[config.mk]
export PLATFORM = sky130hd
export DESIGN_NAME = miss_fsm
export DESIGN_NICKNAME = d
export VERILOG_FILES = /design/src/design/cache_geom_pkg.sv /design/src/design/cache_ctrl_pkg.sv /design/src/design/miss_fsm.sv
export SDC_FILE = /design/constraint.sdc
export NUM_CORES = 1
export LEC_CHECK = 0
export ABC_AREA = 1
export BUFFER_PORTS_ARGS = -buffer_cell sky130_fd_sc_hd__buf_2
export CAP_MARGIN = 10
export CORE_MARGIN = 2
export CORE_UTILIZATION = 31
export CTS_CLUSTER_SIZE = 28
export DETAILED_ROUTE_END_ITERATION = 16
export GPL_TIMING_DRIVEN = 0
export PLACE_DENSITY = 0.9
export RECOVER_POWER = 50
export SLEW_MARGIN = 20
export SYNTH_ARGS = -nofsm -noshare
export SYNTH_HDL_FRONTEND = slang
export SYNTH_SLANG_ARGS = --single-unit
[constraint.sdc]
create_clock -name clk -period 1.4 [get_ports clk]
set_clock_uncertainty 0.05 [all_clocks]
set_input_delay 0.14 -clock clk [delete_from_list [all_inputs] [get_ports clk]]
set_output_delay 0.14 -clock clk [all_outputs]
set_load 0.01 [all_outputs]
[src/design/cache_geom_pkg.sv]
`default_nettype none

package cache_geom_pkg;

  localparam int word_w      = 32;                          // CPU word
  localparam int offset_w    = 4;                           // Word select inside a block
  localparam int index_w     = 7;                           // 128 sets
  localparam int tag_w       = word_w - offset_w - index_w; // 21 bits
  localparam int block_words = 16;
  localparam int block_w     = block_words * word_w;        // 512 bits per line
  localparam int ways        = 4;
  localparam int age_w       = 2;                           // Enough to rank four ways

  // Word address layout, tag in the top bits
  typedef struct packed {
    logic [tag_w-1:0]    tag;
    logic [index_w-1:0]  index;
    logic [offset_w-1:0] offset;
  } cache_addr_t;

  // Same word seen raw or split into fields
  typedef union packed {
    logic [word_w-1:0] raw;
    cache_addr_t       fields;
  } cache_addr_u;

  // Replace one word of a block, used for write hits and write fills
  function automatic logic [block_w-1:0] merge_word(input logic [block_w-1:0]  block,
                                                    input logic [offset_w-1:0] offset,
                                                    input logic [word_w-1:0]   word);
    logic [block_w-1:0] merged;
    merged = block;
    merged[offset*word_w +: word_w] = word;
    return merged;
  endfunction

endpackage

`default_nettype wire

[src/design/cache_ctrl_pkg.sv]
`default_nettype none

package cache_ctrl_pkg;

  // Access sequencer states
  typedef enum logic [2:0] {
    idle     = 3'd0,  // Waiting for a CPU request
    lookup   = 3'd1,  // Array read of the four candidates
    evict    = 3'd2,  // Dirty victim written to memory
    allocate = 3'd3,  // Block fetched from memory
    update   = 3'd4,  // Array write of line and ages
    respond  = 3'd5   // One-cycle answer to the CPU
  } ctrl_state_e;

  // Age 0 is most recently used, age 3 is the replacement victim
  localparam logic [cache_geom_pkg::age_w-1:0] age_newest = 2'd0;
  localparam logic [cache_geom_pkg::age_w-1:0] age_oldest = 2'd3;

endpackage

`default_nettype wire

[src/design/miss_fsm.sv]
`timescale 1ns/100ps
`default_nettype none

module miss_fsm (
  input  logic                                 clk,
  input  logic                                 rst_n,
  input  logic                                 cpu_req_enable,
  input  logic                                 cache_ready,
  input  logic                                 mem_req_ready,
  input  logic                                 hit,
  input  logic                                 evict_needed,
  input  logic [cache_geom_pkg::tag_w-1:0]     victim_tag,
  input  logic [cache_geom_pkg::tag_w-1:0]     req_tag,
  input  logic [cache_geom_pkg::index_w-1:0]   req_index,
  input  logic                                 req_rw,
  output logic                                 req_load,
  output logic                                 cand_load,
  output logic                                 fill_load,
  output logic                                 cache_enable,
  output logic                                 cache_rw,
  output logic [cache_geom_pkg::index_w-1:0]   cache_index,
  output logic                                 mem_req_enable,
  output logic                                 mem_req_rw,
  output logic [cache_geom_pkg::word_w-1:0]    mem_req_addr,
  output logic                                 cpu_res_ready
);

  cache_ctrl_pkg::ctrl_state_e state, state_next;
  logic                        fill_done;  // Block fetched for this access
  logic                        commit;     // Line ready to be written to the array
  cache_geom_pkg::cache_addr_u blk_addr;

  // Candidates land at the end of lookup, so hit is first known in update
  assign commit = hit || fill_done;

  always_ff @(posedge clk or negedge rst_n) begin
    if (!rst_n) begin
      state     <= cache_ctrl_pkg::idle;
      fill_done <= 1'b0;
    end else begin
      state <= state_next;
      if (req_load)
        fill_done <= 1'b0;
      else if (fill_load)
        fill_done <= 1'b1;
    end
  end

  always_comb begin
    state_next = state;
    case (state)
      cache_ctrl_pkg::idle:     if (cpu_req_enable) state_next = cache_ctrl_pkg::lookup;
      cache_ctrl_pkg::lookup:   if (cache_ready) state_next = cache_ctrl_pkg::update;
      cache_ctrl_pkg::update: begin
        if (!commit)  // Miss found, go fetch the block first
          state_next = evict_needed ? cache_ctrl_pkg::evict : cache_ctrl_pkg::allocate;
        else if (cache_ready)
          state_next = cache_ctrl_pkg::respond;
      end
      cache_ctrl_pkg::evict:    if (mem_req_ready) state_next = cache_ctrl_pkg::allocate;
      cache_ctrl_pkg::allocate: if (mem_req_ready) state_next = cache_ctrl_pkg::update;
      default:                  state_next = cache_ctrl_pkg::idle;  // respond lasts one cycle
    endcase
  end

  // Line buffer strobes
  assign req_load  = (state == cache_ctrl_pkg::idle) && cpu_req_enable;
  assign cand_load = (state == cache_ctrl_pkg::lookup) && cache_ready;
  assign fill_load = (state == cache_ctrl_pkg::allocate) && mem_req_ready;

  // Array port, held until cache_ready
  assign cache_enable = (state == cache_ctrl_pkg::lookup) ||
                        ((state == cache_ctrl_pkg::update) && commit);
  assign cache_rw     = (state == cache_ctrl_pkg::update);
  assign cache_index  = req_index;

  // Memory port, held until mem_req_ready
  assign mem_req_enable = (state == cache_ctrl_pkg::evict) || (state == cache_ctrl_pkg::allocate);
  assign mem_req_rw     = (state == cache_ctrl_pkg::evict);

  always_comb begin
    blk_addr              = '0;  // Block aligned, offset stays zero
    blk_addr.fields.tag   = (state == cache_ctrl_pkg::evict) ? victim_tag : req_tag;
    blk_addr.fields.index = req_index;
  end
  assign mem_req_addr = blk_addr.raw;

  assign cpu_res_ready = (state == cache_ctrl_pkg::respond);

  // One bus at a time
  bus_excl_a: assert property (@(posedge clk) disable iff (!rst_n)
                               !(cache_enable && mem_req_enable))
    else $error("miss_fsm: array and memory enabled together");

  // Held request must not move under an access in flight
  req_stable_a: assert property (@(posedge clk) disable iff (!rst_n)
                                 (state != cache_ctrl_pkg::idle) |=>
                                 $stable({req_tag, req_index, req_rw}))
    else $error("miss_fsm: request changed during an access");

endmodule

`default_nettype wire

# ---- Word-level counts from Yosys, hierarchy flattened
# Index checks and enable logic that the tools add are counted.
dict set report totals {
  elab_cells 33
  output_inout_bits 47
  in_bits 57
  register_bits 4
}
dict set report classes {
  mux 11
  n_reduce_logical 10
  eq_ne 10
}
# cell count
set ops {}
lappend ops {{two-way mux 21 bit} 1}
lappend ops {{two-way mux 3 bit} 6}
lappend ops {{case mux 3 bit (5 select lines)} 1}
lappend ops {{inequality test 2 bit (second input constant)} 4}
lappend ops {{equality test 3 x 2 -> 1 bit (second input constant)} 2}
lappend ops {{equality test 3 bit (second input constant)} 2}
lappend ops {{AND reduction 5 bit} 1}
lappend ops {{logical AND 1 bit} 4}
lappend ops {{equality test 3 x 1 -> 1 bit (second input constant)} 1}
lappend ops {{logical NOT 3 bit} 1}
lappend ops {{logical OR 1 bit} 3}
lappend ops {{two-way mux 1 bit} 3}
lappend ops {{inequality test 3 bit (second input constant)} 1}
lappend ops {{nonzero test 2 bit} 1}

# ---- Depth between registers and ports, before layout
# Gate-level depths: netlist (run 1).
dict set report depth {
  word_depth 4
  mapped_depth 8
  depth_no_buf 8
}

# ---- Worst setup path after synthesis (run 1)
# No wires, ideal clock.
dict set report synth_path {
  kind {register to register}
  start {register state[2]}
  end {register fill_done}
  arrival_ns 1.054
  path_stages_with_launch 3
  slack_ns 0.143
  path_buffers 0
  setup_time_ns 0.153
  required_time_ns 1.197
  path_cell_list {dfrtp_1 -> nor4_1 -> a21oi_1}
}
dict set report synth_via {
  elab_chain_len 3
  word_cells_on_any_way 6
  classes_between {eq/ne (1); mux (1); reduce/logical (4)}
}
# element line_no
set synth_rtl {}
lappend synth_rtl {{from (decl)} miss_fsm.sv:28} ;# cache_ctrl_pkg::ctrl_state_e state, state_next;
lappend synth_rtl {{from (signal assigned)} miss_fsm.sv:38} ;# state <= cache_ctrl_pkg::idle;
lappend synth_rtl {{from (signal assigned)} miss_fsm.sv:41} ;# state <= state_next;
lappend synth_rtl {{logical NOT 3 bit (*)} miss_fsm.sv:67} ;# assign req_load = (state == cache_ctrl_pkg::idle) && cpu_req_enable;
lappend synth_rtl {{logical AND 1 bit (*)} miss_fsm.sv:67}
lappend synth_rtl {{net req_load} miss_fsm.sv:16} ;# output logic req_load,
lappend synth_rtl {{two-way mux 1 bit or nonzero test 2 bit (tied branches)} -}
lappend synth_rtl {{to (signal assigned)} miss_fsm.sv:39} ;# fill_done <= 1'b0;
lappend synth_rtl {{to (signal assigned)} miss_fsm.sv:43} ;# fill_done <= 1'b0;
lappend synth_rtl {{to (signal assigned)} miss_fsm.sv:45} ;# fill_done <= 1'b1;
lappend synth_rtl {{to (decl)} miss_fsm.sv:29} ;# logic fill_done;
# The timed path passes the listed nets; every way through them passes the cells marked *.
# A chain may end at the register's enable or synchronous reset.

# ---- Worst setup path in the final report (run 1)
dict set report layout_path {
  start {register state[0]}
  end {output port mem_req_addr[30] (netlist bit)}
}
dict set report layout_via {
  elab_chain_len 2
}
# element line_no
set layout_rtl {}
lappend layout_rtl {{equality test 3 x 2 -> 1 bit} miss_fsm.sv:83} ;# blk_addr.fields.tag = (state == cache_ctrl_pkg::evict) ? victim_tag : req_tag;
lappend layout_rtl {{two-way mux 21 bit} miss_fsm.sv:83}
lappend layout_rtl {{to (decl)} miss_fsm.sv:24} ;# output logic [cache_geom_pkg::word_w-1:0] mem_req_addr,
# Every way passes these cells.

==> results of run 1 <==
[area by class of cell]
cell class / instances / area share (%)
Timing Repair Buffer: 105 / 40.5
Multi-Input combinational cell: 100 / 34.0
Buffer: 22 / 11.6
Sequential cell: 4 / 6.74
Inverter: 12 / 3.45
Tap cell: 28 / 2.30
Clock buffer: 3 / 1.48
[per-stage QoR]
stage	instances	TNS, ns
detailed placement	257	0
global placement	257	0
finish	274	-2.71
CTS	272	-2.09
floorplan	138	0
global route	274	-4.45
[power groups by stage]
| stage | Sequential, W | Combinational [W] | Clock, W |
|---|---|---|---|
| floorplan | 0.000229 | 0.000672 | 0 |
| global placement | 0.000241 | 0.00100 | 0 |
| detailed placement | 0.000243 | 0.00102 | 0 |
| CTS | 0.000224 | 0.00129 | 0.000153 |
| global route | 0.000249 | 0.00160 | 0.000165 |
| finish | 0.000241 | 0.00146 | 0.000150 |
[layer usage]
layer	vias up	track usage, %
met5	-	0
met4	0	7.69
met3	4	2.54
met2	54	34.8
met1	506	17.8
li1	608	-
[registers in the layout, summed over array words and instances, names as in the netlist]
| register | count |
|---|---|
| fill_done | 1 |
| state | 3 |
[critical path, stage by stage (launching register included)]
cell	delay [ns]
dfrtp_2	0.45
inv_2	0.12
nand2_4	0.09
buf_4	0.18
nand2_1	0.09
nand2_2	0.06
buf_2	0.14
[how the worst max path moves through the flow]
stage,startpoint,end,slack (ns)
after global placement,state[2],mem_req_addr[25],0.06
after detailed placement,state[2],mem_req_addr[17],0.03
after CTS,state[1],mem_req_addr[17],-0.11
after global routing,state[2],mem_req_addr[17],-0.20
after floorplan,state[2],fill_done,0.14
final,state[0],mem_req_addr[30],-0.16
[cell families after synthesis]
kind of cell | count (synthesis) | synth area share [%]
buffers and inverters | 34 | 29.5
other | 1 | 0.500
DFF | 4 | 13.4
AOI/OAI and AO/OA | 3 | 2.00
and+or+nand+nor | 93 | 54.6
[layout by cell type, fill, tap and decap left out, types with 2 or more instances in the layout]
cell type	n
clkbuf_4	3
inv_2	4
nand3_2	2
buf_6	9
dfrtp_1	2
conb_1	4
dfrtp_2	2
nand3_1	6
nor2_4	2
nand2_2	18
nand2_4	4
o21ai_0	2
buf_2	78
clkbuf_1	8
buf_4	29
nand2_1	57
inv_1	7
[repair_timing]
| item | CTS | global route |
|---|---|---|
| hold buffers | 1 | 0 |
| pin swaps | 2 | 9 |
| gates cloned | 2 | 0 |
| resized for setup | 15 | 22 |
| setup buffers | 9 | 2 |
| hold endpoints to repair | 4 | 0 |
| endpoints found under the setup margin | 25 | 28 |
==> out/results.txt, run 1 <==
Run status - complete, but fails checks
Violated checks - negative setup slack
Starting utilization of the core area - 33.2%
Count of nets left with antenna violations after detail routing - 0
Clock tree from TritonCTS - done
Setup violation total in the final timing report - 26
Vias per cell - 4.28
Fillers - 225
Reg power frac - 13.0%
Sinks on the clock net - 4
Gate count after technology mapping - 135
Pre-antenna DRT Iters - 4
Total of buffers placed on input and output ports - 91
Distinct cells, synth - 20
Core Area - 2250 um^2
Detail Route met3 WL - 205 um
Final standard cell area without fillers - 1520 um^2
# diodes - 0
Top routing layer in use - met4
Pin count of the biggest net entering global routing - 11
Routed length on met1 - 1020 um
Most common library cells after synthesis - 67 x nand2_1, 19 x buf_4, 11 x nand2_2, 9 x inv_1, 8 x nand3_1
Most common cell in the synthesized netlist - nand2_1
RSZ-0062 raised after global routing - true
Netlist area before placement - 749 um^2
Startpoint class of the critical path - flop
Critical Path RT - 1.21 ns
Clock latency reported for the late side of the worst-skew pair - 0.24 ns
Peak fanout along the critical path - 10
Placed Area - 1250 um^2
Placement Rows - 17
Static power due to leakage - 0.985 nW
Gp weighted congestion - 0.832
DRC errors left - 0
First-pass GRT wire length - 3640 um
Hold Path Cell Cnt - 4
Setup crit end kind - primary output
Worst reg2reg setup slack - 0.12 ns
Leading post-synthesis cells by cell area - nand2_1 34%, buf_4 19%, dfrtp_1 13%, nand2_2 9.2%, nand3_1 5.3%
Pwr per Cell Area - 1220 nW/um^2
Worst Slack Setup Final - -0.157 ns
Final critical path time including I/O delays and setup - 1.56 ns
Total number of vias - 1172
Total overflow reported by the global router - 0
Switching power share of the total - 47.5%
Final HPWL DP - 2100 um
Post-synthesis cell type with the largest combined area - nand2_1
Maximum frequency from static timing analysis - 642 MHz
Number of flops mapped to enable cells by yosys - 0
Sw Pwr - 0.000879 W
Fin util - 67.5%
Die outline area - 2830 um^2
Area taken by flip-flops and latches - 103 um^2
Area delta synth->final - 103%
Number of H-tree levels - 1
Cts bufs inserted - 3
WL/cell - 10.9 um
Via count of the first global-routing pass - 920
End point of the most critical hold path - state[1]
Share of post-route cells with drive strength above 1 - 63.8%
Initial antenna violation count - 0
Cell internal power dissipation - 0.000973 W
Total track usage - 17.6%
Kind of path behind the tightest hold check - in -> reg
Worst Hold Slack - 0.152 ns
Clock-pin transition on the worst setup and hold timing paths - 0.04 ns
Floorplan die height - 53.2 um
FF-to-FF path depth - 7
Portion of synthesized cell area occupied by the leading cell type - 33.6%
Hold Crit Start - mem_req_ready
Worst VDD drop - 0.00104 V
Endpoint of the worst register-to-register path - state[0]
Reg-to-reg startpoint - state[1]
Area taken by multi-input logic gates - 517 um^2
Flip-flop cell with the highest count after synthesis - dfrtp_1
Period utilisation layout - 111%
Routed met2 length - 1740 um
Count of endpoints failing hold in the final timing report - 0
Async S/R FF share, synth - 100%
X dimension of the die - 53.2 um
Starting DRT DRC Count - 18
Data arrival at the endpoint of the critical path - 1.37 ns
Max capacitance violation total - 0
Root Buffer - clkbuf_4
Flip-flop and latch count after synthesis - 4
Clock network fraction of total power - 8.1%
Crit Path Class - reg -> out
Top-level I/O count - 104
Syn avg cell area - 5.55 um^2
Worst slack at placement - 0.0349 ns
Clock buffer depth - 2
Power Total - 0.00185 W
Final net count - 305
Final Max Tran Viols - 0
Relative contribution of combinational cells to total power - 78.9%
Sequential element share of the synthesized area - 13.4%
Total wirelength of the detailed-routed design - 3000 um
Synthesis Warnings - 0
(Power assumes the default switching activity.)
==> run 2: changes to the inputs <==
--- a/config.mk
+++ b/config.mk
@@ -15,6 +15,7 @@
 export GPL_TIMING_DRIVEN = 0
 export PLACE_DENSITY = 0.9
 export RECOVER_POWER = 50
+export REMOVE_ABC_BUFFERS = 1
 export SLEW_MARGIN = 20
 export SYNTH_ARGS = -nofsm -noshare
 export SYNTH_HDL_FRONTEND = slang
==> run 2 against run 1 <==
The flow still finishes with violations (negative setup slack). Sequential power is 2% higher. Cell count decreased by 12%. Critical endpoint is now mem_req_addr[12]. Sequential share of layout area increased by 1.2 points. Routed wire length decreased by 8.5%. Highest routed layer unchanged. Largest power group unchanged.
==> out/results.txt, run 2 (synthesis results as in run 1) <==
Static power due to leakage - 0.829 nW
Most frequent standard cell in the layout excluding fill and tap cells - buf_2
Worst Slack Setup Final - -0.171 ns
Worst reg2reg setup slack - 0.01 ns
Count of nets left with antenna violations after detail routing - 0
Most common cell type on the critical path - nand2_1
Final standard cell area without fillers - 1290 um^2
Maximum frequency from static timing analysis - 636 MHz
Final HPWL DP - 1780 um
Setup violation total in the final timing report - 27
Final critical path time including I/O delays and setup - 1.57 ns
Max capacitance violation total - 0
Starting DRT DRC Count - 20
Total wirelength of the detailed-routed design - 2740 um
Worst VDD drop - 0.00103 V
Stage delay of the slowest cell on the critical path - 0.43 ns
Gp weighted congestion - 0.865
Period utilisation layout - 112%
Worst slack at placement - -0.155 ns
X dimension of the die - 53.2 um
RSZ-0062 raised after global routing - true
Share of post-route cells with drive strength above 1 - 60.4%
Fin util - 57.2%
Violated checks - negative setup slack
Kind of path behind the tightest hold check - in -> reg
Commonest cells after routing, fill and taps aside - 74 x buf_2, 61 x nand2_1, 17 x nand2_2
Data arrival at the endpoint of the critical path - 1.38 ns
Setup crit end kind - primary output
Floorplan die height - 53.2 um
Placed Area - 1010 um^2
Critical Path, Cell by Cell - nor2_4, nand2_8, inv_4, nand2_1, nand2_1, buf_2
Sinks on the clock net - 4
Max reg flops - 3
Pwr per Cell Area - 1440 nW/um^2
Area delta synth->final - 72.1%
Top-level I/O count - 104
Root Buffer - clkbuf_4
Crit Path Class - reg -> out
Starting utilization of the core area - 33.2%
Clock buffer depth - 2
Total overflow reported by the global router - 0
# diodes - 0
Die outline area - 2830 um^2
Total of buffers placed on input and output ports - 77
Cts bufs inserted - 3
Total number of vias - 1066
Initial antenna violation count - 0
Cell type of the slowest stage on the worst timing path - dfrtp_2
Clock-pin transition on the worst setup and hold timing paths - 0.04 ns
Core Area - 2250 um^2
Via count of the first global-routing pass - 855
Power Total - 0.00186 W
Register bank with the most flops - state
First-pass GRT wire length - 3720 um
Count of endpoints failing hold in the final timing report - 0
Clock latency reported for the late side of the worst-skew pair - 0.24 ns
WL/cell - 11.4 um
DRC errors left - 0
Pin count of the biggest net entering global routing - 13
Total track usage - 18.4%
Run status - complete, but fails checks
Clock tree from TritonCTS - done
Critical Path RT - 1.21 ns
Startpoint class of the critical path - flop
Number of H-tree levels - 1
Final net count - 271
Pre-antenna DRT Iters - 4
Final Max Tran Viols - 0
Vias per cell - 4.44
Placement Rows - 17
Peak fanout along the critical path - 7
Largest regs - state: 3 flops, fill_done: 1 flops
==> run 2: cell types whose count changed in the layout (fill, tap and decap cells not counted), moves of 2 or more <==
cell      change
inv_2         -2
buf_6         -2
buf_2         -4
clkbuf_1      -8
nand2_4       -2
inv_4         +2
nand2_1       +4
buf_4        -22
==> run 2: report_power, final <==
group | internal, W | switching [W] | total (W)
Clock | 0.0000959 | 0.0000479 | 0.000144
Combinational | 0.000662 | 0.000813 | 0.00147
Sequential | 0.000174 | 0.0000702 | 0.000245
Total | 0.000932 | 0.000931 | 0.00186
==> run 2: final timing paths <==
path	to	depth (start not counted)	from
max	mem_req_addr[12]	6	state[2]
min	state[1]	4	mem_req_ready
max reg2reg	state[2]	8	state[2]
min reg2reg	state[0]	2	state[0]
max in group asynchronous	state[2]	2	rst_n
min in group asynchronous	fill_done	2	rst_n
==> run 2: timing repair <==
item	4_1_cts	5_1_grt
pin swaps	2	3
resized for setup	17	18
setup endpoints to repair	25	31
buffers inserted	6	5
hold endpoints to repair	4	0
hold buffers	1	0
cloned	4	0
==> run 2: final cells by class <==
cell class,instances,area [um^2]
Clock buffer,3,22.5
Fill cell,223,965
Inverter,12,60.1
Multi-Input combinational cell,102,536
Sequential cell,4,103
Tap cell,28,35.0
Timing Repair Buffer,89,512
Timing Repair inverter,2,22.5
==> run 2: metrics by stage <==
stage	TNS (ns)	instances	hold slack, ns
floorplan	0	116	-0.206
global placement	-2.69	221	-0.105
detailed placement	-2.84	221	-0.101
CTS	-3.27	235	0.143
global route	-5.61	240	0.175
finish	-3.42	240	0.146
==> run 2: worst max-delay path: cells and delay by family (launching register included) <==
kind                   cells  cell delay, ns
buffers and inverters      2            0.23
flip-flops                 1            0.43
AND/OR/NAND/NOR            4            0.49
==> run 2: per-layer routing <==
layer  wire [um]  global-route usage [%]  vias up
met5           0                       0        -
met3         225                    6.50        4
met4          48                    10.3        0
met1         999                    20.0      457
met2        1470                    30.8       62
li1            -                       -      543
